### src/i2c_standby_pkg.sv
// Shared types, widths and queue depths of the standby-mode I2C target flow, imported by its RTL
`default_nettype none

package i2c_standby_pkg;

  // Widths that carry a meaning across the subsystem
  localparam int DwordWidth   = 32;
  localparam int XferLenWidth = 16;
  localparam int DwordBytes   = 4;

  // Depths of the target transaction queues
  localparam int CmdQueueDepth  = 4;
  localparam int TxQueueDepth   = 8;
  localparam int RxQueueDepth   = 8;
  localparam int RespQueueDepth = 4;

  typedef logic [DwordWidth-1:0]   dword_t;
  typedef logic [XferLenWidth-1:0] xfer_len_t;

  // Kind of item delivered by the I2C target acquisition logic
  typedef enum logic [2:0] {
    AcqData      = 3'd0,
    AcqStart     = 3'd1,
    AcqStop      = 3'd2,
    AcqRestart   = 3'd3,
    AcqNack      = 3'd4,
    AcqNackStart = 3'd5
  } acq_byte_id_e;

  typedef struct packed {
    acq_byte_id_e id;
    logic [7:0]   data;
  } acq_word_t;

  // Command descriptor written by software
  typedef struct packed {
    logic        read;
    logic [14:0] reserved;
    xfer_len_t   data_length;
  } tti_cmd_desc_t;

  // Response descriptor read back by software
  typedef struct packed {
    logic        err;
    logic [14:0] reserved;
    xfer_len_t   data_length;
  } tti_resp_desc_t;

endpackage

`default_nettype wire

### src/i2c_standby_flow.sv
// Sequencer of standby-mode I2C write and read transfers between acquisition stream and queues
`timescale 1ns/1ps
`default_nettype none

module i2c_standby_flow
  import i2c_standby_pkg::*;
(
  input  logic           clk_i,
  input  logic           rst_ni,
  input  logic           acq_valid_i,
  input  acq_word_t      acq_word_i,
  output logic           byte_valid_o,
  output logic [7:0]     byte_data_o,
  input  logic           byte_ready_i,
  input  logic           cmd_rvalid_i,
  input  tti_cmd_desc_t  cmd_rdata_i,
  output logic           cmd_rready_o,
  input  logic           tx_rvalid_i,
  input  dword_t         tx_rdata_i,
  output logic           tx_rready_o,
  output logic           rx_wvalid_o,
  output dword_t         rx_wdata_o,
  input  logic           rx_wready_i,
  output logic           resp_wvalid_o,
  output tti_resp_desc_t resp_wdata_o,
  input  logic           resp_wready_i,
  output logic           err_o
);

  localparam int LaneBits = $clog2(DwordBytes);
  localparam logic [LaneBits-1:0] LastLane = LaneBits'(DwordBytes - 1);

  typedef enum logic [3:0] {
    AwaitStart         = 4'd0,
    ReceiveByte        = 4'd1,
    PushDword          = 4'd2,
    PushResponse       = 4'd3,
    PopCommand         = 4'd4,
    PopDword           = 4'd5,
    SendByte           = 4'd6,
    SwitchByte         = 4'd7,
    AwaitStopOrRestart = 4'd8,
    ReportError        = 4'd9
  } state_e;

  state_e state_q, state_d;
  state_e start_state;

  // Transfer bookkeeping
  xfer_len_t           byte_cnt_q;
  xfer_len_t           read_len_q;
  xfer_len_t           resp_len_q;
  dword_t              dword_q;
  logic                xfer_active_q;
  logic [LaneBits-1:0] lane;

  // Decoded acquisition strobe
  acq_byte_id_e acq_id;
  logic         data_det;
  logic         start_det;
  logic         end_det;
  logic         nack_det;
  logic         read_start;

  // Register controls from the FSM
  logic push_byte;
  logic store_byte;
  logic take_start;
  logic end_xfer;
  logic pop_cmd;
  logic pop_tx;

  assign acq_id     = acq_word_i.id;
  assign data_det   = acq_valid_i & (acq_id == AcqData);
  assign end_det    = acq_valid_i & ((acq_id == AcqStop) | (acq_id == AcqRestart));
  assign nack_det   = acq_valid_i & (acq_id == AcqNack);
  assign start_det  = acq_valid_i &
                      ((acq_id == AcqStart) | (acq_id == AcqRestart) | (acq_id == AcqNackStart));
  // Plain start begins a write, the repeated start kinds begin a read
  assign read_start = (acq_id != AcqStart);

  assign start_state = !start_det ? AwaitStart : (read_start ? PopCommand : ReceiveByte);

  assign lane         = byte_cnt_q[LaneBits-1:0];
  assign byte_data_o  = dword_q[lane*8 +: 8];
  assign rx_wdata_o   = dword_q;
  assign resp_wdata_o = '{err: 1'b0, reserved: '0, data_length: resp_len_q};
  assign pop_cmd      = cmd_rready_o & cmd_rvalid_i;
  assign pop_tx       = tx_rready_o & tx_rvalid_i;

  always_comb begin
    state_d       = state_q;
    byte_valid_o  = 1'b0;
    cmd_rready_o  = 1'b0;
    tx_rready_o   = 1'b0;
    rx_wvalid_o   = 1'b0;
    resp_wvalid_o = 1'b0;
    err_o         = 1'b0;
    push_byte     = 1'b0;
    store_byte    = 1'b0;
    take_start    = 1'b0;
    end_xfer      = 1'b0;

    unique case (state_q)
      AwaitStart: begin
        state_d    = start_state;
        take_start = start_det;
      end
      ReceiveByte: begin
        if (end_det) begin
          end_xfer = 1'b1;
          state_d  = (lane != '0) ? PushDword : PushResponse;
        end else if (data_det) begin
          push_byte  = 1'b1;
          store_byte = 1'b1;
          if (lane == LastLane) state_d = PushDword;
        end else if (acq_valid_i) begin
          state_d = ReportError;
        end
      end
      PushDword: begin
        rx_wvalid_o = 1'b1;
        end_xfer    = end_det & xfer_active_q;
        if (rx_wready_i) begin
          if (!xfer_active_q || end_det) begin
            state_d = PushResponse;
          end else if (data_det) begin
            // The pushed dword leaves on this edge, so lane 0 can be refilled
            push_byte  = 1'b1;
            store_byte = 1'b1;
            state_d    = ReceiveByte;
          end else begin
            state_d = acq_valid_i ? ReportError : ReceiveByte;
          end
        end else if (acq_valid_i && !end_det) begin
          state_d = ReportError;
        end
      end
      PushResponse: begin
        resp_wvalid_o = 1'b1;
        if (resp_wready_i) begin
          state_d    = start_state;
          take_start = start_det;
        end else if (acq_valid_i && !end_det) begin
          state_d = ReportError;
        end
      end
      PopCommand: begin
        cmd_rready_o = 1'b1;
        // First TX dword is taken together with a usable command
        tx_rready_o  = cmd_rvalid_i & (cmd_rdata_i.data_length != '0);
        if (cmd_rvalid_i) begin
          if (cmd_rdata_i.data_length == '0) state_d = ReportError;
          else state_d = tx_rvalid_i ? SendByte : PopDword;
        end
        if (nack_det) state_d = ReportError;
      end
      PopDword: begin
        tx_rready_o = 1'b1;
        if (tx_rvalid_i) state_d = SendByte;
        if (nack_det) state_d = ReportError;
      end
      SendByte: begin
        byte_valid_o = 1'b1;
        if (byte_ready_i) begin
          push_byte = 1'b1;
          if (xfer_len_t'(byte_cnt_q + 1'b1) == read_len_q) state_d = AwaitStopOrRestart;
          else state_d = SwitchByte;
        end
        if (nack_det) state_d = ReportError;
      end
      SwitchByte: begin
        state_d = (lane == '0) ? PopDword : SendByte;
        if (nack_det) state_d = ReportError;
      end
      AwaitStopOrRestart: begin
        if (end_det) state_d = AwaitStart;
        else if (nack_det) state_d = ReportError;
      end
      ReportError: begin
        err_o = 1'b1;
      end
      default: begin
        state_d = ReportError;
      end
    endcase
  end

  always_ff @(posedge clk_i or negedge rst_ni) begin
    if (!rst_ni) begin
      state_q       <= AwaitStart;
      byte_cnt_q    <= '0;
      xfer_active_q <= 1'b0;
    end else begin
      state_q <= state_d;
      if (take_start) byte_cnt_q <= '0;
      else if (push_byte) byte_cnt_q <= byte_cnt_q + 1'b1;
      if (take_start) xfer_active_q <= !read_start;
      else if (end_xfer) xfer_active_q <= 1'b0;
    end
  end

  always_ff @(posedge clk_i) begin
    if (pop_tx) begin
      dword_q <= tx_rdata_i;
    end else if (store_byte) begin
      // Lane 0 opens a fresh dword, which zero-pads a partial one
      if (lane == '0) dword_q <= dword_t'(acq_word_i.data);
      else dword_q[lane*8 +: 8] <= acq_word_i.data;
    end
    if (pop_cmd) read_len_q <= cmd_rdata_i.data_length;
    if (end_xfer) resp_len_q <= byte_cnt_q;
  end

endmodule

`default_nettype wire

### src/i2c_standby_top.sv
// Standby I2C target subsystem top, joining the transfer flow to its four transaction queues
`timescale 1ns/1ps
`default_nettype none

module i2c_standby_top
  import i2c_standby_pkg::*;
(
  input  logic           clk_i,
  input  logic           rst_ni,
  input  logic           acq_valid_i,
  input  acq_word_t      acq_word_i,
  output logic           byte_valid_o,
  output logic [7:0]     byte_data_o,
  input  logic           byte_ready_i,
  input  logic           cmd_wvalid_i,
  input  tti_cmd_desc_t  cmd_wdata_i,
  output logic           cmd_wready_o,
  input  logic           txd_wvalid_i,
  input  dword_t         txd_wdata_i,
  output logic           txd_wready_o,
  output logic           rxd_rvalid_o,
  output dword_t         rxd_rdata_o,
  input  logic           rxd_rready_i,
  output logic           resp_rvalid_o,
  output tti_resp_desc_t resp_rdata_o,
  input  logic           resp_rready_i,
  output logic           err_o
);

  // Flow side of the queues
  logic           cmd_rvalid;
  tti_cmd_desc_t  cmd_rdata;
  logic           cmd_rready;
  logic           tx_rvalid;
  dword_t         tx_rdata;
  logic           tx_rready;
  logic           rx_wvalid;
  dword_t         rx_wdata;
  logic           rx_wready;
  logic           resp_wvalid;
  tti_resp_desc_t resp_wdata;
  logic           resp_wready;

  i2c_standby_flow u_flow (
    .clk_i         (clk_i),
    .rst_ni        (rst_ni),
    .acq_valid_i   (acq_valid_i),
    .acq_word_i    (acq_word_i),
    .byte_valid_o  (byte_valid_o),
    .byte_data_o   (byte_data_o),
    .byte_ready_i  (byte_ready_i),
    .cmd_rvalid_i  (cmd_rvalid),
    .cmd_rdata_i   (cmd_rdata),
    .cmd_rready_o  (cmd_rready),
    .tx_rvalid_i   (tx_rvalid),
    .tx_rdata_i    (tx_rdata),
    .tx_rready_o   (tx_rready),
    .rx_wvalid_o   (rx_wvalid),
    .rx_wdata_o    (rx_wdata),
    .rx_wready_i   (rx_wready),
    .resp_wvalid_o (resp_wvalid),
    .resp_wdata_o  (resp_wdata),
    .resp_wready_i (resp_wready),
    .err_o         (err_o)
  );

  // Software pushes commands and TX data
  tti_queue #(
    .Width ($bits(tti_cmd_desc_t)),
    .Depth (CmdQueueDepth)
  ) u_cmd_q (
    .clk_i    (clk_i),
    .rst_ni   (rst_ni),
    .wvalid_i (cmd_wvalid_i),
    .wdata_i  (cmd_wdata_i),
    .wready_o (cmd_wready_o),
    .rvalid_o (cmd_rvalid),
    .rdata_o  (cmd_rdata),
    .rready_i (cmd_rready)
  );

  tti_queue #(
    .Width ($bits(dword_t)),
    .Depth (TxQueueDepth)
  ) u_tx_q (
    .clk_i    (clk_i),
    .rst_ni   (rst_ni),
    .wvalid_i (txd_wvalid_i),
    .wdata_i  (txd_wdata_i),
    .wready_o (txd_wready_o),
    .rvalid_o (tx_rvalid),
    .rdata_o  (tx_rdata),
    .rready_i (tx_rready)
  );

  // Software pops RX data and responses
  tti_queue #(
    .Width ($bits(dword_t)),
    .Depth (RxQueueDepth)
  ) u_rx_q (
    .clk_i    (clk_i),
    .rst_ni   (rst_ni),
    .wvalid_i (rx_wvalid),
    .wdata_i  (rx_wdata),
    .wready_o (rx_wready),
    .rvalid_o (rxd_rvalid_o),
    .rdata_o  (rxd_rdata_o),
    .rready_i (rxd_rready_i)
  );

  tti_queue #(
    .Width ($bits(tti_resp_desc_t)),
    .Depth (RespQueueDepth)
  ) u_resp_q (
    .clk_i    (clk_i),
    .rst_ni   (rst_ni),
    .wvalid_i (resp_wvalid),
    .wdata_i  (resp_wdata),
    .wready_o (resp_wready),
    .rvalid_o (resp_rvalid_o),
    .rdata_o  (resp_rdata_o),
    .rready_i (resp_rready_i)
  );

endmodule

`default_nettype wire

### src/tti_queue.sv
// First-word-fall-through FIFO used for each of the target transaction queues
`timescale 1ns/1ps
`default_nettype none

module tti_queue #(
  parameter int Width = 32,
  parameter int Depth = 4
) (
  input  logic             clk_i,
  input  logic             rst_ni,
  input  logic             wvalid_i,
  input  logic [Width-1:0] wdata_i,
  output logic             wready_o,
  output logic             rvalid_o,
  output logic [Width-1:0] rdata_o,
  input  logic             rready_i
);

  localparam int PtrBits = (Depth > 1) ? $clog2(Depth) : 1;
  localparam int CntBits = $clog2(Depth + 1);

  logic [Width-1:0]   mem_q [Depth];
  logic [PtrBits-1:0] wptr_q;
  logic [PtrBits-1:0] rptr_q;
  logic [CntBits-1:0] count_q;
  logic               push;
  logic               pop;

  // Pointer advance with wrap at the last entry
  function automatic logic [PtrBits-1:0] next_ptr(input logic [PtrBits-1:0] ptr);
    return (ptr == PtrBits'(Depth - 1)) ? '0 : ptr + 1'b1;
  endfunction

  assign wready_o = (count_q != CntBits'(Depth));
  assign rvalid_o = (count_q != '0);
  assign rdata_o  = mem_q[rptr_q];
  assign push     = wvalid_i & wready_o;
  assign pop      = rvalid_o & rready_i;

  always_ff @(posedge clk_i) begin
    if (push) mem_q[wptr_q] <= wdata_i;
  end

  always_ff @(posedge clk_i or negedge rst_ni) begin
    if (!rst_ni) begin
      wptr_q  <= '0;
      rptr_q  <= '0;
      count_q <= '0;
    end else begin
      if (push) wptr_q <= next_ptr(wptr_q);
      if (pop) rptr_q <= next_ptr(rptr_q);
      // Simultaneous push and pop leaves the occupancy unchanged
      if (push && !pop) count_q <= count_q + 1'b1;
      else if (pop && !push) count_q <= count_q - 1'b1;
    end
  end

endmodule

`default_nettype wire

### config.mk
export PLATFORM = sky130hd
export DESIGN_NAME = i2c_standby_top
export DESIGN_NICKNAME = d
export VERILOG_FILES = /design/src/i2c_standby_pkg.sv /design/src/i2c_standby_flow.sv /design/src/i2c_standby_top.sv /design/src/tti_queue.sv
export SDC_FILE = /design/constraint.sdc
export NUM_CORES = 1
export LEC_CHECK = 0
export BUFFER_PORTS_ARGS = -buffer_cell sky130_fd_sc_hd__buf_2
export CAP_MARGIN = 25
export CORE_ASPECT_RATIO = 1.2
export CORE_MARGIN = 4
export CORE_UTILIZATION = 40
export CTS_CLUSTER_SIZE = 30
export DETAILED_ROUTE_END_ITERATION = 8
export REMOVE_ABC_BUFFERS = 1
export SLEW_MARGIN = 20
export SYNTH_ARGS = -nofsm -noshare
export SYNTH_HDL_FRONTEND = slang
export SYNTH_SLANG_ARGS = --single-unit
### constraint.sdc
create_clock -name clk_i -period 6.7 [get_ports clk_i]
set_clock_uncertainty 0.1 [all_clocks]
set_input_delay 1.005 -clock clk_i [delete_from_list [all_inputs] [get_ports clk_i]]
set_output_delay 1.005 -clock clk_i [all_outputs]
set_load 0.02 [all_outputs]
==> impl_metrics.env <==
export IMPL_postCtsSetupRepairBufs=0
export IMPL_layout_cells_non_filler=2805
export IMPL_ys_types=67
export IMPL_dr_first_iter_drc_count=1140
export IMPL_max_stage_delay_ps=680
export IMPL_route_detailed_wl_per_inst_microns=21.8
export IMPL_ant_nets=0
export IMPL_grt_use_total_pct=15.3
export IMPL_hpwl_microns=36900
export IMPL_initial_core_util_pct=40.5
export IMPL_syn_inst=1572
export IMPL_n_fill_cell=6430
export IMPL_grt_overflow=0
export IMPL_critical_path_startpoint_type="register"
export IMPL_cp_end_kind="register"
export IMPL_numPortBuffers=128
export IMPL_fmax_mhz=221
export IMPL_cts_resized=0
export IMPL_critPathRequiredTime_ps=7100
export IMPL_die_h_microns=311
export IMPL_cp_top_family="buffers and inverters"
export IMPL_fin_tns_setup_ps=0
export IMPL_vias=14900
export IMPL_worstSetupPathType="register to register"
export IMPL_yosys_warnings=0
export IMPL_multi_input_area_sq_um=7640
export IMPL_critPathBufInv=3
export IMPL_p_per_area_nw_per_um2=363
export IMPL_hold_buffers=0
export IMPL_arrival_ps=4930
export IMPL_maxCapViolCount=0
export IMPL_antenna_found_initial=17
export IMPL_synth_main_ff_cell="edfxtp_1"
export IMPL_ir_drop_mv=0.200
export IMPL_post_synth_top_area_cell="edfxtp_1"
export IMPL_hold_ws_ps=390
export IMPL_finalSetupViolations=0
export IMPL_clkTransAtPathRegs_ps=60
export IMPL_synth_most_common_cell="edfxtp_1"
export IMPL_rows=110
export IMPL_hold_viol=0
export IMPL_worstPathMaxFanout=74
export IMPL_dieArea_sq_um=80900
export IMPL_critPathSlowestCell="dfrtp_1"
export IMPL_clockRootBuffer="clkbuf_16"
export IMPL_ys_seq_elements=759
export IMPL_fin_crit_sh_pct=67.6
export IMPL_fin_nets=1844
export IMPL_coreArea_sq_um=75400
export IMPL_ctsLongestPathBuffers=3
export IMPL_cts_sinks=759
export IMPL_ioPinCount=161
export IMPL_path_cells="buf_16 -> mux4_2 -> nor4_1 -> nand4_1 -> a22o_1 -> nand2_2 -> buf_4 -> ha_1 -> inv_1 -> ha_1 -> a21o_1 -> a21oi_1 -> xnor2_1 -> nor2_1 -> xnor2_1"
export IMPL_grt_max_degree=75
export IMPL_tightest_slew_ps=1020
export IMPL_htree_levels=3
export IMPL_rsz0062_at_grt="no"
export IMPL_drv_slew=0
export IMPL_hold_class="register to register"
export IMPL_synth_area_leaders="edfxtp_1, mux4_2, dfrtp_1"
export IMPL_cts_tree="built"
export IMPL_power_leakage_nw=11.4
export IMPL_syn_area_per_cell_sq_um=19.5
export IMPL_dp_cells=2657
export IMPL_avgViaCountPerCell=5.30
export IMPL_synth_edf_count=704
export IMPL_insertion_delay_ps=620
export IMPL_drcViolationCount=0
export IMPL_synth_async_reset_ratio_pct=7.25
export IMPL_relSlewSlack_pct=32.2
export IMPL_status="completed"
export IMPL_grt_first_pass_wirelength_microns=94500
export IMPL_cts_buffers=76
export IMPL_seq_area_frac_synth_pct=73.6
export IMPL_area_delta_synth_final_pct=14.4
export IMPL_synth_area_sq_um=30600
export IMPL_die_w_microns=260
export IMPL_post_route_cells_drive_above_1_share_pct=28.6
export IMPL_gp_congestion=0.793
export IMPL_seq_area_sq_um=22500
export IMPL_synth_common_cells="edfxtp_1, mux4_2, nand2_1, dfrtp_1, o21ai_0"
export IMPL_first_global_vias=15500
export IMPL_synth_top_cell_area_share_pct=69.1
export IMPL_fin_crit_ps=4530
export IMPL_wirelength_microns=61100
export IMPL_dr_pass1_iters=5
-- state kept, by name (all words and copies together), names as in the netlist, 2 cells and up --
register / flops
u_rx_q.mem_q: 256
u_tx_q.mem_q: 256
u_cmd_q.mem_q: 64
u_resp_q.mem_q: 64
u_flow.rx_wdata_o: 32
u_flow.byte_cnt_q: 16
u_flow.read_len_q: 16
u_flow.resp_len_q: 16
u_flow.state_q: 4
u_rx_q.count_q: 4
u_tx_q.count_q: 4
u_cmd_q.count_q: 3
u_resp_q.count_q: 3
u_rx_q.rptr_q: 3
u_rx_q.wptr_q: 3
u_tx_q.rptr_q: 3
u_tx_q.wptr_q: 3
u_cmd_q.rptr_q: 2
u_cmd_q.wptr_q: 2
u_resp_q.rptr_q: 2
u_resp_q.wptr_q: 2
-- report_power, final --
| part | internal, mW | total [mW] | switching [mW] |
|---|---|---|---|
| registers | 5.59 | 5.90 | 0.312 |
| clock network | 2.56 | 4.32 | 1.76 |
| logic | 1.10 | 2.48 | 1.38 |
| total | 9.25 | 12.7 | 3.45 |
-- worst paths after layout --
path	endpoint	from	slack, ps	cells after the start
worst max-delay path	u_tx_q.count_q[3]$_DFFE_PN0P_	u_cmd_q.rptr_q[0]$_DFFE_PN0P_	2170	15
worst min-delay path	u_rx_q.count_q[3]$_DFFE_PN0P_	u_rx_q.count_q[3]$_DFFE_PN0P_	390	1
worst max register to register	u_tx_q.count_q[3]$_DFFE_PN0P_	u_cmd_q.rptr_q[0]$_DFFE_PN0P_	2170	15
worst min register to register	u_rx_q.count_q[3]$_DFFE_PN0P_	u_rx_q.count_q[3]$_DFFE_PN0P_	390	1
max in group asynchronous	u_rx_q.rptr_q[0]$_DFFE_PN0P_	rst_ni	5400	2
min in group asynchronous	u_flow.byte_cnt_q[5]$_DFFE_PN0P_	rst_ni	430	2
-- cell type report --
cell class                 count  area share (%)
antenna                        8          0.0572
sequential                   759            64.4
multi-input combinational    712            21.8
timing repair buffer         157            2.51
clock inverter                46            1.57
tap                         1008            3.61
clock buffer                  94            5.78
inverter                      21           0.225
-- through the flow --
step	cell area, sq um	power (mW)	setup WS [ps]	utilization, %
2_1_floorplan	30100	7.69	1820	-
3_3_place_gp	32400	8.49	1750	42.9
3_5_place_dp	32400	8.56	2070	42.9
4_1_cts	35000	12.9	2050	46.4
5_1_grt	35000	13.3	1840	46.4
6_report	35000	12.7	2170	46.4
-- logic make-up after synthesis --
group / synth area share, %
DFF: 73.6
adders and majority gates: 1.49
buffers and inverters: 1.90
and+or+nand+nor: 4.20
muxes: 15.0
xor gates and xnor gates: 1.00
AOI/OAI and AO/OA: 2.75
other: 0.0123
-- placed cells by master (no fill, tap or decap), drive strengths merged, types with 5 or more instances in the layout --
master	netlist	final
edfxtp	704	704
mux4	168	168
buf	55	157
clkbuf	40	94
o21ai	73	73
nand2	60	60
dfrtp	55	55
nand3	43	43
mux2	42	42
nor2	34	34
mux2i	33	33
clkinv	0	31
ha	30	30
inv	21	25
a21oi	24	24
xnor2	23	23
nor3	23	23
conb	1	16
nand2b	14	14
xor2	12	12
o31ai	11	11
and2	11	11
nor4	11	11
bufinv	0	10
diode	0	8
a21o	8	8
and3	7	7
nand4	7	7
nor2b	6	6
nor4b	5	5
-- worst register-to-register path, delay by kind of cell, from the launching register on --
family,cells,cell delay (ps)
adders and majority gates,2,590
AOI/OAI and AO/OA,3,640
and+or+nand+nor,4,790
xor gates and xnor gates,2,270
DFF,1,680
muxes,1,530
buffers and inverters,3,820
-- per-layer routing --
layer  global-route usage [%]  routed length, microns  vias up
li1                         -                       -     6670
met1                     20.3                   25800     7667
met2                     25.0                   30300      397
met3                     3.06                    3140      113
met4                     5.60                    1810        6
met5                        0                      48        -
Power figures use the tool's default switching activity.
